==> src/hw/tec_cfg.svh <==
`ifndef TEC_CFG_SVH
`define TEC_CFG_SVH

// Console switch settings sw[2:0]
`define TEC_SW_RUN      3'b000
`define TEC_SW_WMEM     3'b001
`define TEC_SW_RMEM     3'b010
`define TEC_SW_RREG     3'b011
`define TEC_SW_WREG     3'b100

// Opcode field ir[7:4]
`define TEC_OP_ADD      4'b0001
`define TEC_OP_SUB      4'b0010
`define TEC_OP_AND      4'b0011
`define TEC_OP_INC      4'b0100
`define TEC_OP_LD       4'b0101
`define TEC_OP_ST       4'b0110
`define TEC_OP_JC       4'b0111
`define TEC_OP_JZ       4'b1000
`define TEC_OP_OUT      4'b1010
`define TEC_OP_OR       4'b1100
`define TEC_OP_XOR      4'b1101
`define TEC_OP_STP      4'b1110

// ALU function select s[3:0], m picks arithmetic or logic
`define TEC_ALU_ADD     4'b1001
`define TEC_ALU_SUB     4'b0110 // also XOR when m is high
`define TEC_ALU_AND     4'b1011
`define TEC_ALU_OR      4'b1110
`define TEC_ALU_PASS_A  4'b1010
`define TEC_ALU_ONES    4'b1111
`define TEC_ALU_INC     4'b0000 // A plus carry

// Single-bit control vector
`define TEC_CTL_W       17
`define TEC_CTL_LDC     0
`define TEC_CTL_LDZ     1
`define TEC_CTL_CIN     2
`define TEC_CTL_M       3
`define TEC_CTL_ABUS    4
`define TEC_CTL_DRW     5
`define TEC_CTL_PCINC   6
`define TEC_CTL_LPC     7
`define TEC_CTL_LAR     8
`define TEC_CTL_PCADD   9
`define TEC_CTL_ARINC   10
`define TEC_CTL_SELCTL  11
`define TEC_CTL_MEMW    12
`define TEC_CTL_STOP    13
`define TEC_CTL_LIR     14
`define TEC_CTL_SBUS    15
`define TEC_CTL_MBUS    16

`endif

==> src/hw/tec_pkg.sv <==
package tec_pkg;

    // Register pair, rd written by drw and rs driven onto the bus
    typedef struct packed {
        logic [1:0] rd;
        logic [1:0] rs;
    } sel_pair_t;

    // Register select word, seen as the raw bus or as the pair
    typedef union packed {
        logic [3:0] raw;
        sel_pair_t  pair;
    } sel_u;

endpackage

==> src/hw/console_ctl.sv <==
`timescale 1ns/1ps

`include "tec_cfg.svh"

module console_ctl (
    input  logic [2:0]            sw,
    input  logic                  st0,
    input  logic [3:1]            w,
    output logic [`TEC_CTL_W-1:0] con_ctl,
    output tec_pkg::sel_u         con_sel,
    output logic                  con_short,
    output logic                  con_long,
    output logic                  sst0
);

    logic w12;

    assign w12 = w[1] | w[2];

    // Console cycles never stretch
    assign con_long = 1'b0;

    always_comb begin
        con_ctl   = '0;
        con_sel   = '0;
        con_short = 1'b0;
        sst0      = 1'b0;

        case (sw)
            `TEC_SW_WMEM: begin
                con_ctl[`TEC_CTL_LAR]    = w[1] & ~st0; // address first
                con_ctl[`TEC_CTL_MEMW]   = w[1] & st0;
                con_ctl[`TEC_CTL_ARINC]  = w[1] & st0;
                con_ctl[`TEC_CTL_SBUS]   = w[1];
                con_ctl[`TEC_CTL_STOP]   = w[1];
                con_ctl[`TEC_CTL_SELCTL] = w[1];
                con_short                = w[1];
                sst0                     = w[1];
            end

            `TEC_SW_RMEM: begin
                con_ctl[`TEC_CTL_SBUS]   = w[1] & ~st0;
                con_ctl[`TEC_CTL_LAR]    = w[1] & ~st0;
                sst0                     = w[1] & ~st0;
                con_ctl[`TEC_CTL_MBUS]   = w[1] & st0;
                con_ctl[`TEC_CTL_ARINC]  = w[1] & st0;
                con_ctl[`TEC_CTL_STOP]   = w[1];
                con_ctl[`TEC_CTL_SELCTL] = w[1];
                con_short                = w[1];
            end

            `TEC_SW_RREG: begin
                con_ctl[`TEC_CTL_SELCTL] = w12;
                con_ctl[`TEC_CTL_STOP]   = w12;
                // R0/R1 on w1, R2/R3 on w2
                con_sel.pair.rd          = {w[2], 1'b0};
                con_sel.pair.rs          = {w[2], w12};
            end

            `TEC_SW_WREG: begin
                con_ctl[`TEC_CTL_SBUS]   = w12;
                con_ctl[`TEC_CTL_SELCTL] = w12;
                con_ctl[`TEC_CTL_DRW]    = w12;
                con_ctl[`TEC_CTL_STOP]   = w12;
                sst0                     = w[2] & ~st0; // second pass next
                con_sel.pair.rd          = {st0, w[2]};
                con_sel.pair.rs          = {(~st0 & w[1]) | (st0 & w[2]), w[1]};
            end

            `TEC_SW_RUN: begin
                // Load start address into PC once
                if (!st0) begin
                    con_ctl[`TEC_CTL_LPC]  = w[1];
                    con_ctl[`TEC_CTL_SBUS] = w[1];
                    con_ctl[`TEC_CTL_STOP] = w[1];
                    con_short              = w[1];
                    sst0                   = w[1];
                end
            end

            default: begin
                con_ctl = '0;
            end
        endcase
    end

endmodule

==> src/hw/console_seq.sv <==
`timescale 1ns/1ps

`include "tec_cfg.svh"

module console_seq (
    input  logic       t3,
    input  logic       rst_n,
    input  logic [2:0] sw,
    input  logic       w2,
    input  logic       sst0,
    output logic       st0,
    output logic       run
);

    logic wreg_done;

    // Second pass of register write ends on its w2 beat
    assign wreg_done = (sw == `TEC_SW_WREG) && st0 && w2;

    // State steps on the falling edge of t3
    always_ff @(negedge t3) begin
        if (!rst_n) begin
            st0 <= 1'b0;
        end else if (sst0) begin
            st0 <= 1'b1;
        end else if (wreg_done) begin
            st0 <= 1'b0;
        end
    end

    // Program execution phase
    assign run = (sw == `TEC_SW_RUN) && st0;

endmodule

==> src/hw/ctl_out.sv <==
`timescale 1ns/1ps

`include "tec_cfg.svh"

module ctl_out (
    input  logic                  rst_n,
    input  logic                  run,
    input  logic [`TEC_CTL_W-1:0] con_ctl,
    input  tec_pkg::sel_u         con_sel,
    input  logic                  con_short,
    input  logic                  con_long,
    input  logic [`TEC_CTL_W-1:0] exe_ctl,
    input  logic [3:0]            exe_s,
    input  logic                  exe_short,
    input  logic                  exe_long,
    output logic                  ldc,
    output logic                  ldz,
    output logic                  cin,
    output logic                  m,
    output logic                  abus,
    output logic                  drw,
    output logic                  pcinc,
    output logic                  lpc,
    output logic                  lar,
    output logic                  pcadd,
    output logic                  arinc,
    output logic                  selctl,
    output logic                  memw,
    output logic                  stop,
    output logic                  lir,
    output logic                  sbus,
    output logic                  mbus,
    output logic [3:0]            s,
    output tec_pkg::sel_u         sel,
    output logic                  short_cyc,
    output logic                  long_cyc
);

    import tec_pkg::*;

    logic [`TEC_CTL_W-1:0] ctl_v;
    sel_u                  sel_v;

    always_comb begin
        ctl_v     = '0;
        sel_v     = '0;
        s         = '0;
        short_cyc = 1'b0;
        long_cyc  = 1'b0;
        if (rst_n) begin
            if (run) begin
                ctl_v     = exe_ctl; // sel stays 0
                s         = exe_s;
                short_cyc = exe_short;
                long_cyc  = exe_long;
            end else begin
                ctl_v     = con_ctl;
                sel_v     = con_sel;
                short_cyc = con_short;
                long_cyc  = con_long;
            end
        end
    end

    assign sel    = sel_v;
    assign ldc    = ctl_v[`TEC_CTL_LDC];
    assign ldz    = ctl_v[`TEC_CTL_LDZ];
    assign cin    = ctl_v[`TEC_CTL_CIN];
    assign m      = ctl_v[`TEC_CTL_M];
    assign abus   = ctl_v[`TEC_CTL_ABUS];
    assign drw    = ctl_v[`TEC_CTL_DRW];
    assign pcinc  = ctl_v[`TEC_CTL_PCINC];
    assign lpc    = ctl_v[`TEC_CTL_LPC];
    assign lar    = ctl_v[`TEC_CTL_LAR];
    assign pcadd  = ctl_v[`TEC_CTL_PCADD];
    assign arinc  = ctl_v[`TEC_CTL_ARINC];
    assign selctl = ctl_v[`TEC_CTL_SELCTL];
    assign memw   = ctl_v[`TEC_CTL_MEMW];
    assign stop   = ctl_v[`TEC_CTL_STOP];
    assign lir    = ctl_v[`TEC_CTL_LIR];
    assign sbus   = ctl_v[`TEC_CTL_SBUS];
    assign mbus   = ctl_v[`TEC_CTL_MBUS];

endmodule

==> src/hw/instr_decode.sv <==
`timescale 1ns/1ps

`include "tec_cfg.svh"

module instr_decode (
    input  logic [7:4]            ir,
    input  logic [3:1]            w,
    input  logic                  c,
    input  logic                  z,
    output logic [`TEC_CTL_W-1:0] exe_ctl,
    output logic [3:0]            exe_s,
    output logic                  exe_short,
    output logic                  exe_long
);

    logic take_jump;

    // Every instruction takes its fetch beat
    assign exe_short = 1'b0;

    assign take_jump = ((ir == `TEC_OP_JC) && c) || ((ir == `TEC_OP_JZ) && z);

    always_comb begin
        exe_ctl  = '0;
        exe_s    = '0;
        exe_long = 1'b0;

        // Fetch on w1
        exe_ctl[`TEC_CTL_LIR]   = w[1];
        exe_ctl[`TEC_CTL_PCINC] = w[1];

        case (ir)
            `TEC_OP_ADD, `TEC_OP_SUB, `TEC_OP_INC,
            `TEC_OP_AND, `TEC_OP_OR, `TEC_OP_XOR: begin
                exe_ctl[`TEC_CTL_ABUS] = w[2];
                exe_ctl[`TEC_CTL_DRW]  = w[2];
                exe_ctl[`TEC_CTL_LDZ]  = w[2];
                case (ir)
                    `TEC_OP_ADD: begin
                        exe_s                  = `TEC_ALU_ADD;
                        exe_ctl[`TEC_CTL_LDC]  = w[2];
                        exe_ctl[`TEC_CTL_CIN]  = w[2];
                    end
                    `TEC_OP_SUB: begin
                        exe_s                  = `TEC_ALU_SUB;
                        exe_ctl[`TEC_CTL_LDC]  = w[2];
                    end
                    `TEC_OP_INC: begin
                        exe_s                  = `TEC_ALU_INC;
                        exe_ctl[`TEC_CTL_LDC]  = w[2];
                    end
                    `TEC_OP_AND: begin
                        exe_s                  = `TEC_ALU_AND;
                        exe_ctl[`TEC_CTL_M]    = w[2];
                    end
                    `TEC_OP_OR: begin
                        exe_s                  = `TEC_ALU_OR;
                        exe_ctl[`TEC_CTL_M]    = w[2];
                    end
                    default: begin
                        exe_s                  = `TEC_ALU_SUB; // XOR in logic mode
                        exe_ctl[`TEC_CTL_M]    = w[2];
                    end
                endcase
            end

            `TEC_OP_LD: begin
                exe_s                   = `TEC_ALU_PASS_A;
                exe_ctl[`TEC_CTL_M]     = w[2];
                exe_ctl[`TEC_CTL_ABUS]  = w[2]; // address from Rs
                exe_ctl[`TEC_CTL_LAR]   = w[2];
                exe_long                = w[2];
                exe_ctl[`TEC_CTL_DRW]   = w[3];
                exe_ctl[`TEC_CTL_MBUS]  = w[3];
            end

            `TEC_OP_ST: begin
                exe_s                   = w[2] ? `TEC_ALU_ONES : `TEC_ALU_PASS_A;
                exe_ctl[`TEC_CTL_M]     = w[2] | w[3];
                exe_ctl[`TEC_CTL_ABUS]  = w[2] | w[3];
                exe_ctl[`TEC_CTL_LAR]   = w[2];
                exe_long                = w[2];
                exe_ctl[`TEC_CTL_MEMW]  = w[3];
            end

            `TEC_OP_JC, `TEC_OP_JZ: begin
                exe_ctl[`TEC_CTL_PCADD] = w[2] & take_jump;
            end

            `TEC_OP_OUT: begin
                exe_s                   = `TEC_ALU_PASS_A;
                exe_ctl[`TEC_CTL_M]     = w[2];
                exe_ctl[`TEC_CTL_ABUS]  = w[2];
            end

            `TEC_OP_STP: begin
                exe_ctl[`TEC_CTL_STOP]  = w[2];
            end

            default: begin
                exe_s = '0; // fetch only
            end
        endcase
    end

endmodule

==> src/hw/tec_ctl_top.sv <==
`timescale 1ns/1ps

`include "tec_cfg.svh"

module tec_ctl_top (
    input  logic          t3,
    input  logic          rst_n,
    input  logic          c,
    input  logic          z,
    input  logic [2:0]    sw,
    input  logic [7:4]    ir,
    input  logic [3:1]    w,
    output logic          ldc,
    output logic          ldz,
    output logic          cin,
    output logic          m,
    output logic          abus,
    output logic          drw,
    output logic          pcinc,
    output logic          lpc,
    output logic          lar,
    output logic          pcadd,
    output logic          arinc,
    output logic          selctl,
    output logic          memw,
    output logic          stop,
    output logic          lir,
    output logic          sbus,
    output logic          mbus,
    output logic [3:0]    s,
    output tec_pkg::sel_u sel,
    output logic          short_cyc,
    output logic          long_cyc
);

    import tec_pkg::*;

    logic                  st0;
    logic                  run;
    logic                  sst0;
    logic [`TEC_CTL_W-1:0] con_ctl;
    sel_u                  con_sel;
    logic                  con_short;
    logic                  con_long;
    logic [`TEC_CTL_W-1:0] exe_ctl;
    logic [3:0]            exe_s;
    logic                  exe_short;
    logic                  exe_long;

    console_seq u_seq (
        .t3   (t3),
        .rst_n(rst_n),
        .sw   (sw),
        .w2   (w[2]),
        .sst0 (sst0),
        .st0  (st0),
        .run  (run)
    );

    console_ctl u_con (
        .sw       (sw),
        .st0      (st0),
        .w        (w),
        .con_ctl  (con_ctl),
        .con_sel  (con_sel),
        .con_short(con_short),
        .con_long (con_long),
        .sst0     (sst0)
    );

    instr_decode u_dec (
        .ir       (ir),
        .w        (w),
        .c        (c),
        .z        (z),
        .exe_ctl  (exe_ctl),
        .exe_s    (exe_s),
        .exe_short(exe_short),
        .exe_long (exe_long)
    );

    ctl_out u_out (
        .rst_n    (rst_n),
        .run      (run),
        .con_ctl  (con_ctl),
        .con_sel  (con_sel),
        .con_short(con_short),
        .con_long (con_long),
        .exe_ctl  (exe_ctl),
        .exe_s    (exe_s),
        .exe_short(exe_short),
        .exe_long (exe_long),
        .ldc      (ldc),
        .ldz      (ldz),
        .cin      (cin),
        .m        (m),
        .abus     (abus),
        .drw      (drw),
        .pcinc    (pcinc),
        .lpc      (lpc),
        .lar      (lar),
        .pcadd    (pcadd),
        .arinc    (arinc),
        .selctl   (selctl),
        .memw     (memw),
        .stop     (stop),
        .lir      (lir),
        .sbus     (sbus),
        .mbus     (mbus),
        .s        (s),
        .sel      (sel),
        .short_cyc(short_cyc),
        .long_cyc (long_cyc)
    );

endmodule

==> config.mk <==
export PLATFORM = sky130hd
export DESIGN_NAME = tec_ctl_top
export DESIGN_NICKNAME = d
export VERILOG_FILES = /design/src/hw/tec_pkg.sv /design/src/hw/console_ctl.sv /design/src/hw/console_seq.sv /design/src/hw/ctl_out.sv /design/src/hw/instr_decode.sv /design/src/hw/tec_ctl_top.sv
export VERILOG_INCLUDE_DIRS = /design/src /design/src/hw
export SDC_FILE = /design/constraint.sdc
export NUM_CORES = 1
export LEC_CHECK = 0
export BUFFER_PORTS_ARGS = -buffer_cell sky130_fd_sc_hd__buf_2
export CAP_MARGIN = 20
export CORE_UTILIZATION = 23
export CTS_CLUSTER_SIZE = 14
export DETAILED_ROUTE_END_ITERATION = 6
export GPL_TIMING_DRIVEN = 0
export PLACE_DENSITY = 0.45
export SLEW_MARGIN = 20
export SYNTH_ARGS = -nofsm -noshare
export SYNTH_HDL_FRONTEND = slang
export SYNTH_SLANG_ARGS = --single-unit
==> constraint.sdc <==
create_clock -name t3 -period 1.9 [get_ports t3]
set_clock_uncertainty 0.05 [all_clocks]
set_input_delay 0.38 -clock t3 [delete_from_list [all_inputs] [get_ports t3]]
set_output_delay 0.38 -clock t3 [all_outputs]
set_load 0.005 [all_outputs]
==> summary.txt <==
Global route
  – Number of global-route vias before repair: 1071
  – Final global-route overflow total: 0
  – Total Routing Usage GR: 16.7%
  – First-pass GRT wire length: 4710 µm
  – Maximum number of pins on one net before global-route repair: 11
  – Antenna violations before repair: 0

Setup path
  – Worst path max stage delay: 370 ps
  – List of cells traversed by the critical path: nand2_4 > nor2_4 > nand3_4 > buf_12 > nor4_4 > buf_2
  – Worst Reg-to-Reg Cells: 1
  – Worst Setup End Kind: primary output
  – Data arrival time of the critical path: 2120 ps
  – Number of buffers and inverters on the critical path: 2
  – Family with the most delay on the worst path: simple AND/OR/NAND/NOR gates
  – Crit Path Category: reg -> out
  – Crit path max-delay cell type: sky130_fd_sc_hd__dfxtp_4
  – Max FO, Critical Path: 6
  – Startpoint kind of the worst setup timing path: register
  – Logic depth of the worst setup path including buffers: 6
  – Data required time at the worst endpoint: 1470 ps

Drt
  – Detailed Routing Iterations Pass 1: 4
  – Number of DRC markers in iteration 0: 30
  – Drt drc: 0
  – Vias per cell: 5.22
  – Post-detailed-route count of antenna-violating nets: 0
  – Final wirelength: 2900 µm
  – Mean routed wirelength per cell: 13.2 µm
  – Vias after detailed routing: 1149

Clock tree
  – Number of hold buffers added after CTS: 0
  – Latest clock arrival within the worst-skew pair: 30 ps
  – Clock transition at the registers of the reported paths: 30 ps

Logic synthesis
  – Post-synth EDFFs: 0
  – Post-synth cell types: 43
  – Top cell type's share of synthesized area: 8.16%
  – Mean instance size in the synthesized netlist: 5.98 µm²
  – Synth async-reset ratio: 0%
  – Sequential fraction of the synthesis area: 2.72%
  – Post-Synthesis Net Count: 137
  – Ys Warns: 0
  – Cell type contributing the most total cell area after synthesis: sky130_fd_sc_hd__a21oi_1
  – Number of storage elements in the synthesis netlist: 1
  – Gate count after technology mapping: 123
  – Cell area after synthesis: 736 µm²
  – Cell types occupying the most area after synthesis: sky130_fd_sc_hd__a21oi_1 8.2%, sky130_fd_sc_hd__buf_2 6.8%, sky130_fd_sc_hd__o21ai_1 6.1%, sky130_fd_sc_hd__nor2_1 6.1%, sky130_fd_sc_hd__nor3_1 5.4%
  – Flip-flop cell with the highest count after synthesis: sky130_fd_sc_hd__dfxtp_1

Layout
  – Final Core Density: 44.3%
  – Largest registers: u_seq.st0 (1)
  – Area added between synthesis and finish: 83.7%
  – Antenna Cells: 0
  – Largest register by flop count: u_seq.st0
  – Ratio of cells with drive above 1 in the final layout: 56.3%
  – Final Net Count: 192
  – Flip-flop count of the largest register, all copies and words added: 1

STA
  – RSZ-0062 raised after global routing: true
  – Hold violation count in the final report: 0
  – Worst-case hold slack: 523 ps
  – Remaining max-slew budget at the tightest pin: 62.8%
  – Final setup violation count: 27
  – Minimum setup slack in the final design: -651 ps
  – Count of final max-slew check failures: 0
  – Least-Margin Pin Slew: 556 ps

Floorplan
  – Placeable core region: 0.00305 mm²
  – Initial core utilization: 24.1%
  – Die W: 58.6 µm
  – Io pins: 41
  – DIE AREA: 0.00343 mm²
  – Row count: 20
  – Vertical extent of the die: 58.6 µm

Place
  – HPWL reported at the end of detailed placement: 1980 µm
  – Count of input and output buffers: 38
  – Final estimated routing congestion in global placement: 0.857

Worst hold path
  – Tightest Hold Check Type: reg -> reg
  – Hold depth: 1

Run
  – Max-capacitance violation count: 0

Status
  – Violations in the final reports: negative setup slack
  – Run status: complete, but fails checks

Power and ir drop
  – Peak supply drop: 0.000130 V
  – Pwr dens: 196 mW/mm²
  – Leakage power figure: 0.610 nW
[report_power, final]
group | switching, W | internal [W] | total, W | leakage [nW]
registers | 0.00000366 | 0.0000229 | 0.0000265 | 0.00892
logic | 0.000132 | 0.0000980 | 0.000230 | 0.596
clock network | 0.00000421 | 0.00000342 | 0.00000763 | 0.00533
[metal layers]
layer / track usage, % / vias to the layer above / share of wire [%]
met5: 0 / - / 0
met1: 23.9 / 561 / 46
li1: - / 562 / -
met3: 1.32 / 0 / 4.0
met2: 27.4 / 26 / 50
met4: 3.06 / 0 / 0
[cells in the mapped netlist (3+ instances only)]
cell type,count
sky130_fd_sc_hd__buf_2,10
sky130_fd_sc_hd__nor2b_1,4
sky130_fd_sc_hd__o21ai_0,4
sky130_fd_sc_hd__nand3_1,4
sky130_fd_sc_hd__nor2_1,12
sky130_fd_sc_hd__buf_4,3
sky130_fd_sc_hd__nor3_1,8
sky130_fd_sc_hd__o21ai_1,9
sky130_fd_sc_hd__nand2_1,10
sky130_fd_sc_hd__nor4_1,6
sky130_fd_sc_hd__a21oi_1,12
sky130_fd_sc_hd__inv_1,4
[through the flow]
step	setup WS [ps]	TNS [ps]	instances	instance area, µm²	power [W]
floorplan	-458	-8210	123	831	0.000164
global placement	-741	-13240	205	1080	0.000217
detailed placement	-731	-13410	205	1080	0.000217
CTS	-641	-13870	218	1290	0.000253
global route	-732	-16520	220	1350	0.000288
finish	-651	-14550	220	1350	0.000264
[path summary, 6_finish.rpt]
check	from	end	slack, ps
hold reg to reg	u_seq.st0	u_seq.st0	520
hold / removal	u_seq.st0	u_seq.st0	520
setup / recovery	u_seq.st0	cin	-650
setup reg to reg	u_seq.st0	u_seq.st0	1150
[layout by cell type, fill, tap and decap left out, types with 2 or more instances in the layout]
cell,count
sky130_fd_sc_hd__buf_2,44
sky130_fd_sc_hd__buf_4,14
sky130_fd_sc_hd__nor2_1,9
sky130_fd_sc_hd__nand2_1,8
sky130_fd_sc_hd__o21ai_1,8
sky130_fd_sc_hd__a21oi_2,7
sky130_fd_sc_hd__a21oi_1,6
sky130_fd_sc_hd__nor3_1,5
sky130_fd_sc_hd__buf_6,5
sky130_fd_sc_hd__inv_1,4
sky130_fd_sc_hd__o21ai_0,4
sky130_fd_sc_hd__nor2b_1,4
sky130_fd_sc_hd__nand3_1,3
sky130_fd_sc_hd__nor2_4,3
sky130_fd_sc_hd__nor3_2,3
sky130_fd_sc_hd__nor4_4,3
sky130_fd_sc_hd__buf_8,2
sky130_fd_sc_hd__nand2_4,2
sky130_fd_sc_hd__o211a_1,2
sky130_fd_sc_hd__nand2b_1,2
sky130_fd_sc_hd__nand4_1,2
sky130_fd_sc_hd__nor4_1,2
sky130_fd_sc_hd__o32a_1,2
sky130_fd_sc_hd__or3_1,2
sky130_fd_sc_hd__xor2_1,2
[repair_timing]
item | in CTS | in global routing
endpoints found under the hold margin | 0 | 0
resized for setup | 22 | 7
buffers inserted | 13 | 3
endpoints found under the setup margin | 27 | 27
pin swaps | 10 | 11
[final cells by class]
class | instances | area (µm²)
Buffer | 12 | 87.6
Clock inverter | 1 | 3.75
Fill cell | 368 | 1700
Inverter | 3 | 11.3
Multi-Input combinational cell | 105 | 826
Sequential cell | 1 | 23.8
Tap cell | 44 | 55.1
Timing Repair Buffer | 54 | 344
[cell families (layout without fill, tap and decap cells)]
family	Yosys count	in the layout	synth area share, %
simple gates	61	61	45.6
compound gates	40	40	34.7
buf+inv	17	70	11.9
xor+xnor	3	3	3.57
mux	1	1	1.53
flops	1	1	2.72
(Power assumes the default switching activity.)
